==> config.mk <==
export PLATFORM = sky130hd
export DESIGN_NAME = regfile_flat
export DESIGN_NICKNAME = d
export VERILOG_FILES = /design/src/rtl/mini_rv_pkg.sv /design/src/rtl/core_bus.sv /design/src/rtl/regfile.sv /design/src/flat_wrapper.sv
export SDC_FILE = /design/constraint.sdc
export NUM_CORES = 2
export LEC_CHECK = 0
export ABC_CLOCK_PERIOD_IN_PS = 3600
export BUFFER_PORTS_ARGS = -buffer_cell sky130_fd_sc_hd__buf_2
export CORE_MARGIN = 2
export CORE_UTILIZATION = 53
export CTS_CLUSTER_SIZE = 8
export DETAILED_ROUTE_END_ITERATION = 6
export PLACE_DENSITY = 0.69
export SLEW_MARGIN = 20
export SYNTH_ARGS = -nofsm -noshare
export SYNTH_HDL_FRONTEND = slang
export SYNTH_SLANG_ARGS = --single-unit
==> constraint.sdc <==
create_clock -name clk -period 3.6 [get_ports clk]
set_input_delay 0.36 -clock clk [delete_from_list [all_inputs] [get_ports clk]]
set_output_delay 0.36 -clock clk [all_outputs]
set_load 0.02 [all_outputs]
==> src/rtl/mini_rv_pkg.sv <==
package mini_rv_pkg;

    //////////////////////////////////////////////////
    // base opcodes of the supported RV32I subset
    //////////////////////////////////////////////////
    localparam logic [6:0] op_reg    = 7'b0110011;
    localparam logic [6:0] op_imm    = 7'b0010011;
    localparam logic [6:0] op_lui    = 7'b0110111;
    localparam logic [6:0] op_load   = 7'b0000011;
    localparam logic [6:0] op_store  = 7'b0100011;
    localparam logic [6:0] op_branch = 7'b1100011;
    localparam logic [6:0] op_jal    = 7'b1101111;

    // addi x0, x0, 0 used as pipeline bubble
    localparam logic [31:0] nop_word = 32'h0000_0013;

    // default memory depths in words
    localparam int imem_words_def = 256;
    localparam int dmem_words_def = 256;

    // alu operations, pass_b feeds lui and the jal link
    typedef enum logic [3:0] {
        alu_add,
        alu_sub,
        alu_and,
        alu_or,
        alu_xor,
        alu_slt,
        alu_sll,
        alu_srl,
        alu_pass_b
    } alu_op_t;

    //////////////////////////////////////////////////
    // instruction word, one view per encoding format
    //////////////////////////////////////////////////
    typedef struct packed {
        logic [6:0] funct7;
        logic [4:0] rs2;
        logic [4:0] rs1;
        logic [2:0] funct3;
        logic [4:0] rd;
        logic [6:0] opcode;
    } r_fmt_t;

    typedef struct packed {
        logic [11:0] imm12;
        logic [4:0]  rs1;
        logic [2:0]  funct3;
        logic [4:0]  rd;
        logic [6:0]  opcode;
    } i_fmt_t;

    // b format shares this layout
    typedef struct packed {
        logic [6:0] imm7;
        logic [4:0] rs2;
        logic [4:0] rs1;
        logic [2:0] funct3;
        logic [4:0] imm5;
        logic [6:0] opcode;
    } s_fmt_t;

    // j format shares this layout
    typedef struct packed {
        logic [19:0] imm20;
        logic [4:0]  rd;
        logic [6:0]  opcode;
    } u_fmt_t;

    typedef union packed {
        r_fmt_t r_fmt;
        i_fmt_t i_fmt;
        s_fmt_t s_fmt;
        u_fmt_t u_fmt;
    } instr_t;

endpackage

==> src/rtl/core_bus.sv <==
`timescale 1ns/10ps

interface core_bus
    import mini_rv_pkg::*;
(
    input logic clk,
    input logic rst
);

    // debug or prog, holds every stage
    logic freeze;

    // fetch to decode
    logic [31:0] if_id_pc;
    instr_t      if_id_ins;

    // decode control back to fetch
    logic        stall;
    logic        redirect;
    logic [31:0] redirect_pc;

    // register file read ports
    logic [4:0]  rs1_addr;
    logic [4:0]  rs2_addr;
    logic [31:0] rs1_data;
    logic [31:0] rs2_data;

    // decode to execute
    logic [31:0] id_ex_pc;
    logic [31:0] id_ex_rs1_data;
    logic [31:0] id_ex_rs2_data;
    logic [31:0] id_ex_imm;
    logic [4:0]  id_ex_rs1;
    logic [4:0]  id_ex_rs2;
    logic [4:0]  id_ex_rd;
    alu_op_t     id_ex_alu_op;
    logic        id_ex_use_imm;
    logic        id_ex_mem_read;
    logic        id_ex_mem_write;
    logic        id_ex_reg_write;
    logic        id_ex_link;

    // execute to memory
    logic [31:0] ex_mem_alu_res;
    logic [31:0] ex_mem_store_data;
    logic [4:0]  ex_mem_rd;
    logic        ex_mem_mem_read;
    logic        ex_mem_mem_write;
    logic        ex_mem_reg_write;

    // memory to writeback
    logic [4:0]  wb_rd;
    logic        wb_we;
    logic [31:0] wb_res;

    //////////////////////////////////////////////////
    // one view per block
    //////////////////////////////////////////////////
    modport fetch (
        input  clk, rst, freeze, stall, redirect, redirect_pc,
        output if_id_pc, if_id_ins
    );

    modport regfile (
        input  clk, freeze, rs1_addr, rs2_addr, wb_rd, wb_we, wb_res,
        output rs1_data, rs2_data
    );

    // decode also sees ex_mem for branch forwarding and hazards
    modport decode (
        input  clk, rst, freeze, if_id_pc, if_id_ins, rs1_data, rs2_data,
        input  ex_mem_alu_res, ex_mem_rd, ex_mem_mem_read, ex_mem_reg_write,
        output stall, redirect, redirect_pc, rs1_addr, rs2_addr,
        output id_ex_pc, id_ex_rs1_data, id_ex_rs2_data, id_ex_imm,
        output id_ex_rs1, id_ex_rs2, id_ex_rd, id_ex_alu_op, id_ex_use_imm,
        output id_ex_mem_read, id_ex_mem_write, id_ex_reg_write, id_ex_link
    );

    modport execute (
        input  clk, rst, freeze,
        input  id_ex_pc, id_ex_rs1_data, id_ex_rs2_data, id_ex_imm,
        input  id_ex_rs1, id_ex_rs2, id_ex_rd, id_ex_alu_op, id_ex_use_imm,
        input  id_ex_mem_read, id_ex_mem_write, id_ex_reg_write, id_ex_link,
        input  wb_rd, wb_we, wb_res,
        output ex_mem_alu_res, ex_mem_store_data, ex_mem_rd,
        output ex_mem_mem_read, ex_mem_mem_write, ex_mem_reg_write
    );

    modport memwb (
        input  clk, rst, freeze,
        input  ex_mem_alu_res, ex_mem_store_data, ex_mem_rd,
        input  ex_mem_mem_read, ex_mem_mem_write, ex_mem_reg_write,
        output wb_rd, wb_we, wb_res
    );

endinterface

==> src/rtl/regfile.sv <==
`timescale 1ns/10ps

module regfile (
    core_bus.regfile    bus,
    input  logic [4:0]  debug_addr,
    output logic [31:0] debug_rd
);

    logic [31:0] regs [32];
    logic        wr_en;

    // x0 never written, nothing committed while frozen
    assign wr_en = bus.wb_we && !bus.freeze && (bus.wb_rd != 5'd0);

    always_ff @(posedge bus.clk) begin
        if (wr_en) begin
            regs[bus.wb_rd] <= bus.wb_res;
        end
    end

    // read with bypass of the word being written this cycle
    function automatic logic [31:0] rd_port(input logic [4:0] addr);
        logic [31:0] val;
        if (addr == 5'd0) begin
            val = '0;
        end else if (bus.wb_we && bus.wb_rd == addr) begin
            val = bus.wb_res;
        end else begin
            val = regs[addr];
        end
        return val;
    endfunction

    assign bus.rs1_data = rd_port(bus.rs1_addr);
    assign bus.rs2_data = rd_port(bus.rs2_addr);
    // third port for the debug output
    assign debug_rd     = rd_port(debug_addr);

endmodule
==> src/flat_wrapper.sv <==
// flat-port wrapper written by rule: the top's interface ports become plain ports
module regfile_flat 
  (debug_addr, debug_rd, clk, rst, bus_freeze, bus_rs1_addr, bus_rs2_addr, bus_wb_rd, bus_wb_we, bus_wb_res, bus_rs1_data, bus_rs2_data);
  core_bus bus_i (.clk(clk), .rst(rst));
  input  logic [4:0] debug_addr;
  output logic [31:0] debug_rd;
  input wire logic clk;
  input wire logic rst;
  input wire logic [$bits(bus_i.freeze)-1:0] bus_freeze;
  input wire logic [$bits(bus_i.rs1_addr)-1:0] bus_rs1_addr;
  input wire logic [$bits(bus_i.rs2_addr)-1:0] bus_rs2_addr;
  input wire logic [$bits(bus_i.wb_rd)-1:0] bus_wb_rd;
  input wire logic [$bits(bus_i.wb_we)-1:0] bus_wb_we;
  input wire logic [$bits(bus_i.wb_res)-1:0] bus_wb_res;
  output wire logic [$bits(bus_i.rs1_data)-1:0] bus_rs1_data;
  output wire logic [$bits(bus_i.rs2_data)-1:0] bus_rs2_data;
  assign bus_i.freeze = bus_freeze;
  assign bus_i.rs1_addr = bus_rs1_addr;
  assign bus_i.rs2_addr = bus_rs2_addr;
  assign bus_i.wb_rd = bus_wb_rd;
  assign bus_i.wb_we = bus_wb_we;
  assign bus_i.wb_res = bus_wb_res;
  assign bus_rs1_data = bus_i.rs1_data;
  assign bus_rs2_data = bus_i.rs2_data;
  regfile u_core (.bus(bus_i), .debug_addr(debug_addr), .debug_rd(debug_rd));
endmodule
==> metrics.md <==
| Metric | Value |
|---|---|
| Max Clock Freq | between 0.2 and 0.3 GHz |
| CTS Buf Count | 146 |
| Top flop regs | u_core.regs (1024) |
| IO Port Bufs | 150 |
| Status | completed |
| # rows | 119 |
| Top Ports | ~150 |
| Overflow after GRT | 0 |
| Post-synthesis cell count | 3394 |
| Worst path slowest cell | o211ai_1 |
| Setup WS pre-CTS | 0.318 ns |
| Syn Area/Cell | 16.7 um^2 |
| Crit path required time | approximately 3.2 ns |
| RSZ-0062 raised after global routing | no |
| Top-count cell post-synth | edfxtp_1 |
| Root Driver | clkbuf_16 |
| Post-DRT Antenna Nets | 0 |
| #FFs+latches synth | 1024 |
| Hold Path Cell Cnt | 1 |
| Antenna violations before repair | 16 |
| Area of the multi-input gates | 0.0246 mm^2 |
| Die height | 331 um |
| WL/cell | approximately 43 um |
| Vias post-DR | 41300 |
| Synth warn | 0 |
| Fin crit share | 0.972 |
| Final WL | 219 mm |
| Post-synth EDFFs | 1024 |
| Critical Path, Cell by Cell | buf_2, xor2_1, nor4_1, buf_4, a31oi_1, buf_4, nand2_1, o211ai_1, buf_2 |
| Final std cells w/o fill | 5052 |
| Hold slack | between 0.1 and 0.15 ns |
| Synth top area share | 0.543 |
| Distinct cells, synth | 72 |
| Clock slew at reported path FFs | 0.05 ns |
| Vias/cell | 8.18 |
| First-pass GRT wire length | slightly above 300 mm |
| Synth area leader | edfxtp_1 |
| Worst hold path type | input pin to register |
| Reg with most FFs | u_core.regs |
| Final setup fails | 0 |
| Initial drt markers | 7791 |
| CTS Buffer Depth | 3 |
| Top_reg_cell synth | edfxtp_1 |
| Setup ws final | 0.101 ns |
| Setup TNS | 0 ns |
| Max reg flops | 1024 |
| Die Area | ~0.11 mm^2 |
| CTS tree | built |
| Area Overhead vs Synth | 13.4% |
| CTS Hold Buffers Added | 0 |
| Post-Syn Area | 0.0567 mm^2 |
| Fin crit period | roughly 3.5 ns |
| Normalized max-slew margin | 0.165 |
| Core area | 0.106 mm^2 |
| # fillers | 7624 |
| Setup bufs post-CTS | 0 |
| Power Density | around 460 mW/mm^2 |
| Starting density of the core | 0.536 |
| Htree depth | 4 |
| Register area share after synthesis | 0.543 |
| Crit path kind | input pin to output pin |
| Delay-heaviest family, CP | buffers and inverters |
| 1st-pass router iterations | 6 |
| Asr flop ratio synth | 0 |
| Number of global-route vias before repair | 40400 |
| VDD IR max | 0.497 mV |
| Setup crit end kind | output pin |
| Post-CTS Resized | 0 |
| WP buf/inv | 4 |
| Core Util, Final | 0.608 |
| DRC | 0 |
| Dpl cells | approximately 5000 |
| MaxCap Viol Count | 0 |
| Largest fanout on the critical path | 14 |
| Gr usage total | 0.399 |
| Synth area leaders | edfxtp_1 54%, mux4_2 24%, mux2i_1 5.4%, mux2_2 1.7%, o22ai_1 1.5% |
| Critical path launch point type | input pin |
| Layout cells sized above 1 | 0.357 |
| Nets@finish | around 3700 |
| Commonest cells post-synth | 1024 x edfxtp_1, 607 x mux4_2, 308 x mux2i_1 |
| RePlAce Congestion | 0.940 |
| Die width | 331 um |
| Final hold vios | 0 |
| Worst Tran Pin Value | 1.25 ns |
| LEAKAGE | 21.2 nW |
| Largest net degree at the start of global routing | 64 |
| CP max stage delay | ~0.66 ns |
| Pins Over Slew Limit | 0 |
| CTS Sinks | 1024 |
| CP Depth | 9 |
| FF+latch area | 0.0307 mm^2 |
| Dpl hpwl | 128 mm |
| WP data arrival | 3.14 ns |
final timing paths:
check                      startpoint                           end  slack (ns)
worst max-delay path  bus_rs1_addr[4]              bus_rs1_data[14]        0.10
worst min-delay path    bus_wb_res[3]  u_core.regs[12][3]$_DFFE_PP_        0.11
cells by family (layout without fill, tap and decap cells):
group,after synthesis,in the layout,share of synthesized area
simple gates,373,373,0.0314
other cells,1,42,0.0000662
buf+inv,334,560,0.0313
mux,999,999,0.312
xor+xnor,15,15,0.00232
flops,1024,1024,0.543
compound gates,648,648,0.0800
placed cells by master, fill, tap and decap left out, drive strengths merged, types with 29 or more instances in the layout:
cell type,n
o221ai,36
clkbuf,149
a21oi,97
a32o,32
a221oi,48
a211oi,45
mux2,84
edfxtp,1024
nor2,100
o211ai,29
mux2i,308
a22oi,81
o22ai,136
o21ai,75
nor3,35
buf,390
conb,32
mux4,607
nand3,31
nand2,116
report_power, final:
| part | internal [mW] | total, mW | leakage (nW) | switching [mW] |
|---|---|---|---|---|
| registers | 13.3 | 13.3 | 9.24 | 0.0751 |
| logic | 1.46 | 3.77 | 10.0 | 2.31 |
| clock network | 7.14 | 12.2 | 1.87 | 5.03 |
| total | 21.9 | 29.3 | 21.2 | 7.41 |
routing by layer:
layer  vias to the layer above  track usage  wire length (um)
li1                      15100            -                 -
met5                         -      0.00739               277
met3                      1050        0.143             35900
met1                     20800        0.513             71100
met2                      4373        0.582             95500
met4                        22        0.250             16300
area by class of cell:
type,instances,area share
clock buffer,147,0.0569
clock inverter,15,0.00253
timing repair buffer,392,0.0517
inverter,6,0.000351
multi-input combinational,2067,0.382
tap,1391,0.0271
antenna,10,0.000389
sequential,1024,0.479
metrics by stage:
step | instance area (um^2) | total power [mW]
final | 64300 | 29.3
after global routing | 64200 | 29.8
after CTS | 64200 | 29.2
after detailed placement | 60400 | 17.2
after global placement | 60400 | 17.1
after floorplan | 56800 | 15.8
(Power assumes the default switching activity.)
