**src/rtl/mini_rv_pkg.sv**
```systemverilog
package mini_rv_pkg;

    //////////////////////////////////////////////////
    // base opcodes of the supported RV32I subset
    //////////////////////////////////////////////////
    localparam logic [6:0] op_reg    = 7'b0110011;
    localparam logic [6:0] op_imm    = 7'b0010011;
    localparam logic [6:0] op_lui    = 7'b0110111;
    localparam logic [6:0] op_load   = 7'b0000011;
    localparam logic [6:0] op_store  = 7'b0100011;
    localparam logic [6:0] op_branch = 7'b1100011;
    localparam logic [6:0] op_jal    = 7'b1101111;

    // addi x0, x0, 0 used as pipeline bubble
    localparam logic [31:0] nop_word = 32'h0000_0013;

    // default memory depths in words
    localparam int imem_words_def = 256;
    localparam int dmem_words_def = 256;

    // alu operations, pass_b feeds lui and the jal link
    typedef enum logic [3:0] {
        alu_add,
        alu_sub,
        alu_and,
        alu_or,
        alu_xor,
        alu_slt,
        alu_sll,
        alu_srl,
        alu_pass_b
    } alu_op_t;

    //////////////////////////////////////////////////
    // instruction word, one view per encoding format
    //////////////////////////////////////////////////
    typedef struct packed {
        logic [6:0] funct7;
        logic [4:0] rs2;
        logic [4:0] rs1;
        logic [2:0] funct3;
        logic [4:0] rd;
        logic [6:0] opcode;
    } r_fmt_t;

    typedef struct packed {
        logic [11:0] imm12;
        logic [4:0]  rs1;
        logic [2:0]  funct3;
        logic [4:0]  rd;
        logic [6:0]  opcode;
    } i_fmt_t;

    // b format shares this layout
    typedef struct packed {
        logic [6:0] imm7;
        logic [4:0] rs2;
        logic [4:0] rs1;
        logic [2:0] funct3;
        logic [4:0] imm5;
        logic [6:0] opcode;
    } s_fmt_t;

    // j format shares this layout
    typedef struct packed {
        logic [19:0] imm20;
        logic [4:0]  rd;
        logic [6:0]  opcode;
    } u_fmt_t;

    typedef union packed {
        r_fmt_t r_fmt;
        i_fmt_t i_fmt;
        s_fmt_t s_fmt;
        u_fmt_t u_fmt;
    } instr_t;

endpackage

```
**src/rtl/core_bus.sv**
```systemverilog
`timescale 1ns/10ps

interface core_bus
    import mini_rv_pkg::*;
(
    input logic clk,
    input logic rst
);

    // debug or prog, holds every stage
    logic freeze;

    // fetch to decode
    logic [31:0] if_id_pc;
    instr_t      if_id_ins;

    // decode control back to fetch
    logic        stall;
    logic        redirect;
    logic [31:0] redirect_pc;

    // register file read ports
    logic [4:0]  rs1_addr;
    logic [4:0]  rs2_addr;
    logic [31:0] rs1_data;
    logic [31:0] rs2_data;

    // decode to execute
    logic [31:0] id_ex_pc;
    logic [31:0] id_ex_rs1_data;
    logic [31:0] id_ex_rs2_data;
    logic [31:0] id_ex_imm;
    logic [4:0]  id_ex_rs1;
    logic [4:0]  id_ex_rs2;
    logic [4:0]  id_ex_rd;
    alu_op_t     id_ex_alu_op;
    logic        id_ex_use_imm;
    logic        id_ex_mem_read;
    logic        id_ex_mem_write;
    logic        id_ex_reg_write;
    logic        id_ex_link;

    // execute to memory
    logic [31:0] ex_mem_alu_res;
    logic [31:0] ex_mem_store_data;
    logic [4:0]  ex_mem_rd;
    logic        ex_mem_mem_read;
    logic        ex_mem_mem_write;
    logic        ex_mem_reg_write;

    // memory to writeback
    logic [4:0]  wb_rd;
    logic        wb_we;
    logic [31:0] wb_res;

    //////////////////////////////////////////////////
    // one view per block
    //////////////////////////////////////////////////
    modport fetch (
        input  clk, rst, freeze, stall, redirect, redirect_pc,
        output if_id_pc, if_id_ins
    );

    modport regfile (
        input  clk, freeze, rs1_addr, rs2_addr, wb_rd, wb_we, wb_res,
        output rs1_data, rs2_data
    );

    // decode also sees ex_mem for branch forwarding and hazards
    modport decode (
        input  clk, rst, freeze, if_id_pc, if_id_ins, rs1_data, rs2_data,
        input  ex_mem_alu_res, ex_mem_rd, ex_mem_mem_read, ex_mem_reg_write,
        output stall, redirect, redirect_pc, rs1_addr, rs2_addr,
        output id_ex_pc, id_ex_rs1_data, id_ex_rs2_data, id_ex_imm,
        output id_ex_rs1, id_ex_rs2, id_ex_rd, id_ex_alu_op, id_ex_use_imm,
        output id_ex_mem_read, id_ex_mem_write, id_ex_reg_write, id_ex_link
    );

    modport execute (
        input  clk, rst, freeze,
        input  id_ex_pc, id_ex_rs1_data, id_ex_rs2_data, id_ex_imm,
        input  id_ex_rs1, id_ex_rs2, id_ex_rd, id_ex_alu_op, id_ex_use_imm,
        input  id_ex_mem_read, id_ex_mem_write, id_ex_reg_write, id_ex_link,
        input  wb_rd, wb_we, wb_res,
        output ex_mem_alu_res, ex_mem_store_data, ex_mem_rd,
        output ex_mem_mem_read, ex_mem_mem_write, ex_mem_reg_write
    );

    modport memwb (
        input  clk, rst, freeze,
        input  ex_mem_alu_res, ex_mem_store_data, ex_mem_rd,
        input  ex_mem_mem_read, ex_mem_mem_write, ex_mem_reg_write,
        output wb_rd, wb_we, wb_res
    );

endinterface

```
**src/rtl/execute.sv**
```systemverilog
`timescale 1ns/10ps

module execute
    import mini_rv_pkg::*;
(
    core_bus.execute bus
);

    logic [31:0] op_a;
    logic [31:0] rs2_fwd;
    logic [31:0] op_b;
    logic [31:0] alu_out;
    logic [31:0] result;

    // newest producer first, ex_mem then writeback
    function automatic logic [31:0] fwd(input logic [4:0] r, input logic [31:0] reg_val);
        logic [31:0] val;
        if (r != 5'd0 && bus.ex_mem_reg_write && bus.ex_mem_rd == r) begin
            val = bus.ex_mem_alu_res;
        end else if (r != 5'd0 && bus.wb_we && bus.wb_rd == r) begin
            val = bus.wb_res;
        end else begin
            val = reg_val;
        end
        return val;
    endfunction

    assign op_a    = fwd(bus.id_ex_rs1, bus.id_ex_rs1_data);
    assign rs2_fwd = fwd(bus.id_ex_rs2, bus.id_ex_rs2_data);
    assign op_b    = bus.id_ex_use_imm ? bus.id_ex_imm : rs2_fwd;

    //////////////////////////////////////////////////
    // alu
    //////////////////////////////////////////////////
    always_comb begin
        case (bus.id_ex_alu_op)
            alu_add:    alu_out = op_a + op_b;
            alu_sub:    alu_out = op_a - op_b;
            alu_and:    alu_out = op_a & op_b;
            alu_or:     alu_out = op_a | op_b;
            alu_xor:    alu_out = op_a ^ op_b;
            alu_slt:    alu_out = {31'd0, $signed(op_a) < $signed(op_b)};
            alu_sll:    alu_out = op_a << op_b[4:0];
            alu_srl:    alu_out = op_a >> op_b[4:0];
            alu_pass_b: alu_out = op_b;
            default:    alu_out = op_a + op_b;
        endcase
    end

    // jal writes its return address
    assign result = bus.id_ex_link ? bus.id_ex_pc + 32'd4 : alu_out;

    //////////////////////////////////////////////////
    // execute-to-memory register
    //////////////////////////////////////////////////
    always_ff @(posedge bus.clk) begin
        if (bus.rst) begin
            bus.ex_mem_mem_read  <= 1'b0;
            bus.ex_mem_mem_write <= 1'b0;
            bus.ex_mem_reg_write <= 1'b0;
        end else if (!bus.freeze) begin
            bus.ex_mem_mem_read  <= bus.id_ex_mem_read;
            bus.ex_mem_mem_write <= bus.id_ex_mem_write;
            bus.ex_mem_reg_write <= bus.id_ex_reg_write;
        end
    end

    always_ff @(posedge bus.clk) begin
        if (!bus.freeze) begin
            bus.ex_mem_alu_res    <= result;
            // store data must see forwarded rs2
            bus.ex_mem_store_data <= rs2_fwd;
            bus.ex_mem_rd         <= bus.id_ex_rd;
        end
    end

endmodule

```
**src/flat_wrapper.sv**
```systemverilog
// flat-port wrapper written by rule: the top's interface ports become plain ports
module execute_flat import mini_rv_pkg::*;
  (clk, rst, bus_freeze, bus_id_ex_pc, bus_id_ex_rs1_data, bus_id_ex_rs2_data, bus_id_ex_imm, bus_id_ex_rs1, bus_id_ex_rs2, bus_id_ex_rd, bus_id_ex_alu_op, bus_id_ex_use_imm, bus_id_ex_mem_read, bus_id_ex_mem_write, bus_id_ex_reg_write, bus_id_ex_link, bus_wb_rd, bus_wb_we, bus_wb_res, bus_ex_mem_alu_res, bus_ex_mem_store_data, bus_ex_mem_rd, bus_ex_mem_mem_read, bus_ex_mem_mem_write, bus_ex_mem_reg_write);
  core_bus bus_i (.clk(clk), .rst(rst));
  input wire logic clk;
  input wire logic rst;
  input wire logic [$bits(bus_i.freeze)-1:0] bus_freeze;
  input wire logic [$bits(bus_i.id_ex_pc)-1:0] bus_id_ex_pc;
  input wire logic [$bits(bus_i.id_ex_rs1_data)-1:0] bus_id_ex_rs1_data;
  input wire logic [$bits(bus_i.id_ex_rs2_data)-1:0] bus_id_ex_rs2_data;
  input wire logic [$bits(bus_i.id_ex_imm)-1:0] bus_id_ex_imm;
  input wire logic [$bits(bus_i.id_ex_rs1)-1:0] bus_id_ex_rs1;
  input wire logic [$bits(bus_i.id_ex_rs2)-1:0] bus_id_ex_rs2;
  input wire logic [$bits(bus_i.id_ex_rd)-1:0] bus_id_ex_rd;
  input wire logic [$bits(bus_i.id_ex_alu_op)-1:0] bus_id_ex_alu_op;
  input wire logic [$bits(bus_i.id_ex_use_imm)-1:0] bus_id_ex_use_imm;
  input wire logic [$bits(bus_i.id_ex_mem_read)-1:0] bus_id_ex_mem_read;
  input wire logic [$bits(bus_i.id_ex_mem_write)-1:0] bus_id_ex_mem_write;
  input wire logic [$bits(bus_i.id_ex_reg_write)-1:0] bus_id_ex_reg_write;
  input wire logic [$bits(bus_i.id_ex_link)-1:0] bus_id_ex_link;
  input wire logic [$bits(bus_i.wb_rd)-1:0] bus_wb_rd;
  input wire logic [$bits(bus_i.wb_we)-1:0] bus_wb_we;
  input wire logic [$bits(bus_i.wb_res)-1:0] bus_wb_res;
  output wire logic [$bits(bus_i.ex_mem_alu_res)-1:0] bus_ex_mem_alu_res;
  output wire logic [$bits(bus_i.ex_mem_store_data)-1:0] bus_ex_mem_store_data;
  output wire logic [$bits(bus_i.ex_mem_rd)-1:0] bus_ex_mem_rd;
  output wire logic [$bits(bus_i.ex_mem_mem_read)-1:0] bus_ex_mem_mem_read;
  output wire logic [$bits(bus_i.ex_mem_mem_write)-1:0] bus_ex_mem_mem_write;
  output wire logic [$bits(bus_i.ex_mem_reg_write)-1:0] bus_ex_mem_reg_write;
  assign bus_i.freeze = bus_freeze;
  assign bus_i.id_ex_pc = bus_id_ex_pc;
  assign bus_i.id_ex_rs1_data = bus_id_ex_rs1_data;
  assign bus_i.id_ex_rs2_data = bus_id_ex_rs2_data;
  assign bus_i.id_ex_imm = bus_id_ex_imm;
  assign bus_i.id_ex_rs1 = bus_id_ex_rs1;
  assign bus_i.id_ex_rs2 = bus_id_ex_rs2;
  assign bus_i.id_ex_rd = bus_id_ex_rd;
  assign bus_i.id_ex_alu_op = bus_id_ex_alu_op;
  assign bus_i.id_ex_use_imm = bus_id_ex_use_imm;
  assign bus_i.id_ex_mem_read = bus_id_ex_mem_read;
  assign bus_i.id_ex_mem_write = bus_id_ex_mem_write;
  assign bus_i.id_ex_reg_write = bus_id_ex_reg_write;
  assign bus_i.id_ex_link = bus_id_ex_link;
  assign bus_i.wb_rd = bus_wb_rd;
  assign bus_i.wb_we = bus_wb_we;
  assign bus_i.wb_res = bus_wb_res;
  assign bus_ex_mem_alu_res = bus_i.ex_mem_alu_res;
  assign bus_ex_mem_store_data = bus_i.ex_mem_store_data;
  assign bus_ex_mem_rd = bus_i.ex_mem_rd;
  assign bus_ex_mem_mem_read = bus_i.ex_mem_mem_read;
  assign bus_ex_mem_mem_write = bus_i.ex_mem_mem_write;
  assign bus_ex_mem_reg_write = bus_i.ex_mem_reg_write;
  execute u_core (.bus(bus_i));
endmodule
```
**config.mk**
```make
export PLATFORM = sky130hd
export DESIGN_NAME = execute_flat
export DESIGN_NICKNAME = d
export VERILOG_FILES = /design/src/rtl/mini_rv_pkg.sv /design/src/rtl/core_bus.sv /design/src/rtl/execute.sv /design/src/flat_wrapper.sv
export SDC_FILE = /design/constraint.sdc
export NUM_CORES = 1
export LEC_CHECK = 0
export BUFFER_PORTS_ARGS = -buffer_cell sky130_fd_sc_hd__buf_2
export CAP_MARGIN = 20
export CORE_ASPECT_RATIO = 1.1
export CORE_MARGIN = 8
export CORE_UTILIZATION = 45
export DETAILED_ROUTE_END_ITERATION = 8
export PLACE_DENSITY = 0.76
export SLEW_MARGIN = 15
export SYNTH_ARGS = -nofsm -noshare
export SYNTH_HDL_FRONTEND = slang
export SYNTH_SLANG_ARGS = --single-unit
```
**constraint.sdc**
```tcl
create_clock -name clk -period 6.95 [get_ports clk]
set_input_delay 1.0425 -clock clk [delete_from_list [all_inputs] [get_ports clk]]
set_output_delay 1.0425 -clock clk [all_outputs]
set_load 0.02 [all_outputs]
```
==> results of run 1 <==
[worst min-delay path: stages, from the launching register on]
cell and delay (ns):
dfxtp_1 0.32, mux2i_1 0.07, nor2_1 0.07
[power breakdown]
group | internal (uW) | switching (uW) | leakage (uW) | total [uW]
Clock | 315 | 213 | 0.000150 | 528
Combinational | 452 | 892 | 0.00533 | 1340
Sequential | 529 | 43.2 | 0.000701 | 572
Total | 1300 | 1150 | 0.00618 | 2440
[final timing paths]
check,cells past startpoint,endpoint,slack [ns]
worst max-delay path,21,u_core.bus.ex_mem_alu_res[20],0.75
worst min-delay path,2,u_core.bus.ex_mem_mem_write,0.50
worst max register to register,19,u_core.bus.ex_mem_alu_res[20],1.11
worst min register to register,2,u_core.bus.ex_mem_mem_write,0.50
[Yosys cell counts, types with 11 or more instances]
cell type	count
nand2_1	165
mux2i_1	157
nor2_1	146
a21oi_1	114
o21ai_0	112
inv_1	99
ha_1	98
clkbuf_1	84
edfxtp_1	69
xnor2_1	48
o211ai_1	41
o22ai_1	36
mux2_2	33
o221ai_1	32
a22oi_1	28
nor3_1	28
a221oi_1	27
a211oi_1	26
nand3_1	26
a31oi_1	21
buf_2	21
xor2_1	18
or3_1	17
a21o_1	16
and3_1	16
nand2b_1	16
a32oi_1	13
o21bai_1	13
o31ai_1	11
[per-layer routing]
layer / vias to the layer above / global-route usage
met1: 7303 / 0.484
met4: 6 / 0.151
li1: 6754 / -
met3: 209 / 0.104
met5: - / 0
met2: 1397 / 0.568
[sequential cells by signal (all words and copies together), names as in the netlist]
register / cells
u_core.bus.ex_mem_alu_res: 32
u_core.bus.ex_mem_mem_read: 1
u_core.bus.ex_mem_mem_write: 1
u_core.bus.ex_mem_rd: 5
u_core.bus.ex_mem_reg_write: 1
u_core.bus.ex_mem_store_data: 32
[logic make-up (layout without fill, tap and decap cells)]
family | count (synthesis) | in the layout | synth area share
AOI/OAI and AO/OA | 573 | 573 | 0.302
and+or+nand+nor | 464 | 464 | 0.163
buffers and inverters | 220 | 442 | 0.0678
muxes | 193 | 193 | 0.156
adders and majority gates | 100 | 100 | 0.0991
DFF | 72 | 72 | 0.167
xor gates and xnor gates | 66 | 66 | 0.0452
[stage by stage]
stage	utilization	power, uW
floorplan	-	1360
global placement	0.524	1850
detailed placement	0.524	1850
CTS	0.535	2370
global route	0.535	2510
finish	0.535	2440
[final cells by class]
cell class / count / area, um2
Multi-Input combinational cell: 1396 / 9850
Inverter: 102 / 383
Tap cell: 363 / 454
Fill cell: 2694 / 13000
Sequential cell: 72 / 2130
Clock buffer: 11 / 233
Clock inverter: 5 / 81.3
Timing Repair Buffer: 324 / 1780
==> flow_metrics.py, run 1 <==
metrics = {
    "grt": {
        "antenna_found_initial": 3,
        "grt_pass1_vias": 14564,
        "grt_usage": 0.371,
        "grt_overflow": 0,
        "grt_pass1_wl_um": 95200,
        "grt_max_degree": 70,
    },
    "detailed_routing": {
        "postRouteWirelength_um": 66900,
        "dr.pass1.iters": 8,
        "drt_iter0_drc": 2693,
        "route.detailed.drc": 0,
        "ant_nets": 0,
        "wl_per_cell_um": 29.4,
        "num_vias": 15669,
        "wl_met1_um": 25100,
        "dr_wl_met3_um": 10200,
        "wl_met2_um": 28500,
        "routed_via_density": 6.89,
        "highest_layer": "met5",
    },
    "synthesis": {
        "async_flop_share": 0,
        "yosysSeqAreaShare": 0.167,
        "yosysTopAreaCell": "edfxtp_1",
        "ys_types": 78,
        "synth_top_area_frac": 0.162,
        "ys_ff_latch": 72,
        "synth_fp_nets": 1981,
        "yosys-top-cells-area": "edfxtp_1 16%, mux2i_1 12%, ha_1 9.6%, nand2_1 4.8%, a21oi_1 4.5%",
        "ys_warn_count": 0,
        "syn_area_um2": 12800,
        "ys.flop_type": "edfxtp_1",
        "syn-mean-instance-area_um2": 7.57,
        "synth_edf_count": 69,
        "synth_cells": 1688,
    },
    "cts": {
        "cts_resized": 0,
        "clkSinkCount": 72,
        "ctsLongestPathBuffers": 2,
        "clk_latency_ns": 0.37,
        "cts_hold_buf": 0,
        "ctsRootBufferMaster": "clkbuf_16",
        "cts_tree": "built",
        "numCtsBuffers": 9,
        "postCtsSetupRepairBufs": 0,
        "htree_num_levels": 3,
        "path_clk_slew_ns": 0.06,
    },
    "timing": {
        "setup_slack_ns": 0.753,
        "fmax_ghz": 0.161,
        "holdWs_ns": 0.504,
        "totalNegativeSetupSlack_ns": 0,
        "finalSetupViolations": 0,
        "maxSlewViolCount": 0,
        "rsz0062_at_grt": "no",
        "relSlewSlack": 0.198,
        "period_minus_slack_ns": 6.20,
        "clock_skew_ns": 0.0141,
        "tightest_slew_ns": 1.20,
        "period_share": 0.892,
        "hold_violations": 0,
    },
    "critical_path": {
        "critPathLaunchType": "input pin",
        "timing_worst_setup_path_type": "input pin to register",
        "cp_num_buf_inv": 3,
        "startpoint": "bus_id_ex_rs1[1]",
        "cp_cell_sequence": "buf_2 > or4_1 > o211ai_1 > nor2_4 > mux2i_1 > o21ai_0 > inv_1 > ha_1 > inv_1 > fa_1 > a21o_1 > a221o_1 > a21o_1 > a221oi_1 > o211ai_1 > a21oi_1 > nor2_1 > nor2_1 > xnor2_1 > o2111ai_1 > a2bb2oi_1",
        "path_max_fanout": 14,
        "cp.arrival_ns": 6.34,
        "cp.required_ns": 7.10,
        "max_stage_delay_ns": 0.54,
        "cp_top_family": "compound AO/OA/AOI/OAI gates",
        "worstSetupEndpointType": "register",
        "reg2reg_from": "u_core.bus.ex_mem_rd[3]",
        "cp_slowest_cell": "or4_1",
    },
    "floorplanning": {
        "ios": 265,
        "dieArea_um2": 34100,
        "die_h_um": 193,
        "fp.coreArea_um2": 27900,
        "dieWidth_um": 177,
        "rows": 64,
        "initial_core_util": 0.459,
    },
    "run": {
        "drv_cap": 0,
    },
    "placed_design": {
        "post-dp-hpwl_um": 52700,
        "dpl_cell_area_um2": 14600,
        "place.gp.congestion": 1.05,
        "dp.cells": 2257,
        "port_buffers": 264,
        "dp_slack_ns": 0.570,
    },
    "pwr": {
        "ir_drop_uv": 202,
        "power_density_nw_per_um2": 164,
        "p_leak_uw": 0.00618,
    },
    "cells_and_area": {
        "drive_gt1_frac": 0.212,
        "fin_cells": 2273,
        "syn_to_final_growth_pct": 16.7,
        "nNetsFinal": 2198,
        "final_cell_mix": "264 x buf_2, 165 x nand2_1, 157 x mux2i_1",
        "final_common_cell": "buf_2",
        "antenna_cells": 0,
        "postLayoutCellArea_um2": 14900,
    },
    "hold_path": {
        "hp-class": "register to register",
        "worstHoldStart": "u_core.bus.ex_mem_mem_write",
    },
    "run_status": {
        "status": "completed",
    },
}
Note: power is estimated with default switching activity, not from simulation.
==> run 2: changes to the inputs <==
Settings changed: CORE_UTILIZATION 45 to 51, PLACE_DENSITY 0.76 to 0.83.
==> flow_metrics.py, run 2 (synthesized netlist as in run 1, its figures left out) <==
metrics = {
    "cts": {
        "numCtsBuffers": 9,
        "postCtsSetupRepairBufs": 0,
        "clk_latency_ns": 0.36,
        "clkSinkCount": 72,
        "htree_num_levels": 3,
        "cts_resized": 0,
        "cts_tree": "built",
        "cts_hold_buf": 0,
        "ctsLongestPathBuffers": 2,
        "path_clk_slew_ns": 0.07,
        "ctsRootBufferMaster": "clkbuf_16",
    },
    "floorplanning": {
        "die_h_um": 182,
        "initial_core_util": 0.521,
        "fp.coreArea_um2": 24500,
        "dieArea_um2": 30400,
        "dieWidth_um": 167,
        "ios": 265,
        "rows": 60,
    },
    "grt": {
        "use_met1": 0.539,
        "grt_pass1_wl_um": 99400,
        "grt_overflow": 0,
        "antenna_found_initial": 3,
        "top_usage_layer": "met2",
        "met2_usage": 0.641,
        "grt_pass1_vias": 15043,
        "grt_max_degree": 70,
        "grt_usage": 0.431,
        "met3_usage": 0.144,
    },
    "placed_design": {
        "post-dp-hpwl_um": 54100,
        "port_buffers": 264,
        "place.gp.congestion": 1.09,
        "dp_slack_ns": 0.454,
    },
    "timing": {
        "fmax_ghz": 0.160,
        "tightest_slew_ns": 1.19,
        "finalSetupViolations": 0,
        "setup_slack_ns": 0.711,
        "maxSlewViolCount": 0,
        "clock_skew_ns": 0.0130,
        "relSlewSlack": 0.198,
        "totalNegativeSetupSlack_ns": 0,
        "period_minus_slack_ns": 6.24,
        "hold_violations": 0,
        "period_share": 0.898,
        "rsz0062_at_grt": "no",
    },
    "hold_path": {
        "min_path_cells": 2,
        "hp-class": "register to register",
    },
    "detailed_routing": {
        "wl_per_cell_um": 31.3,
        "ant_nets": 0,
        "route.detailed.drc": 0,
        "num_vias": 16028,
        "drt_iter0_drc": 3113,
        "postRouteWirelength_um": 69300,
        "dr.pass1.iters": 9,
        "routed_via_density": 7.23,
    },
    "pwr": {
        "intPower_uw": 1270,
        "p_leak_uw": 0.00614,
        "power_density_nw_per_um2": 165,
        "p_switching_uw": 1170,
        "swShare": 0.480,
        "ir_drop_uv": 131,
        "combPwrFrac": 0.560,
        "power_frac_clock": 0.206,
        "p_seq_frac": 0.235,
    },
    "critical_path": {
        "cp_slowest_cell": "or4_1",
        "worstSetupEndpointType": "register",
        "max_stage_delay_ns": 0.56,
        "timing_worst_setup_path_type": "input pin to register",
        "path_max_fanout": 22,
        "cp.arrival_ns": 6.32,
        "r2r_cells": 19,
        "critPathLaunchType": "input pin",
        "cp_cell_sequence": "buf_2 > or4_1 > o211ai_1 > nor2_4 > mux2i_1 > o21ai_0 > inv_1 > ha_1 > inv_1 > fa_1 > a21o_1 > a221o_1 > a21o_1 > a22o_1 > a31o_2 > a211oi_1 > o21bai_1 > a21oi_1 > xnor2_1 > a22oi_1 > a32oi_1",
        "cp.required_ns": 7.03,
    },
    "cells_and_area": {
        "final_common_cell": "buf_2",
        "syn_to_final_growth_pct": 15.7,
        "final_cell_mix": "264 x buf_2, 165 x nand2_1, 157 x mux2i_1",
        "top_regs": "u_core.bus.ex_mem_alu_res: 32 flops, u_core.bus.ex_mem_store_data: 32 flops, u_core.bus.ex_mem_rd: 5 flops",
        "fillCellCount": 2298,
        "regArea_um2": 2130,
        "nNetsFinal": 2193,
        "drive_gt1_frac": 0.212,
        "multiInputGateArea_um2": 9840,
    },
    "run_status": {
        "status": "completed",
    },
    "run": {
        "drv_cap": 0,
    },
}
[run 2: cell type report]
class,instances,area share
Antenna cell,2,0.000338
Clock buffer,10,0.0162
Clock inverter,6,0.00457
Inverter,102,0.0259
Multi-Input combinational cell,1396,0.665
Sequential cell,72,0.144
Tap cell,310,0.0262
Timing Repair Buffer,319,0.117
[run 2: final timing paths]
kind                            slack, ns                         from                       endpoint
worst max-delay path                 0.71             bus_id_ex_rs1[1]  u_core.bus.ex_mem_alu_res[28]
worst min-delay path                 0.50  u_core.bus.ex_mem_mem_write    u_core.bus.ex_mem_mem_write
worst max register to register       1.06      u_core.bus.ex_mem_rd[4]  u_core.bus.ex_mem_alu_res[28]
worst min register to register       0.50  u_core.bus.ex_mem_mem_write    u_core.bus.ex_mem_mem_write
[run 2: through the flow]
| step | hold WS [ns] | instances | power (uW) | util | cell area (um2) |
|---|---|---|---|---|---|
| floorplan | 0.586 | 1688 | 1360 | - | 12800 |
| global placement | 0.477 | 2197 | 1850 | 0.589 | 14500 |
| detailed placement | 0.494 | 2198 | 1850 | 0.590 | 14500 |
| CTS | 0.506 | 2214 | 2350 | 0.602 | 14800 |
| global route | 0.550 | 2215 | 2490 | 0.602 | 14800 |
| finish | 0.505 | 2217 | 2440 | 0.603 | 14800 |
[run 2: layer usage]
layer,up-vias,wire length [um]
met1,7463,25000
met3,268,11200
met5,-,24
li1,6742,-
met4,4,4500
met2,1551,28500
[run 2: critical path, delay by kind of cell]
family,cells,cell delay (ns)
AOI/OAI and AO/OA,12,3.14
and+or+nand+nor,2,0.80
adders and majority gates,2,0.64
buffers and inverters,3,0.38
muxes,1,0.22
xor gates and xnor gates,1,0.08
[run 2: power by group through the flow]
| stage | clock [uW] | combinational (uW) | sequential (uW) |
|---|---|---|---|
| 5_1_grt | 512 | 1410 | 572 |
| 4_1_cts | 498 | 1280 | 568 |
| 3_5_place_dp | 0 | 1280 | 577 |
| 6_report | 502 | 1360 | 571 |
| 3_3_place_gp | 0 | 1270 | 576 |
| 2_1_floorplan | 0 | 749 | 611 |
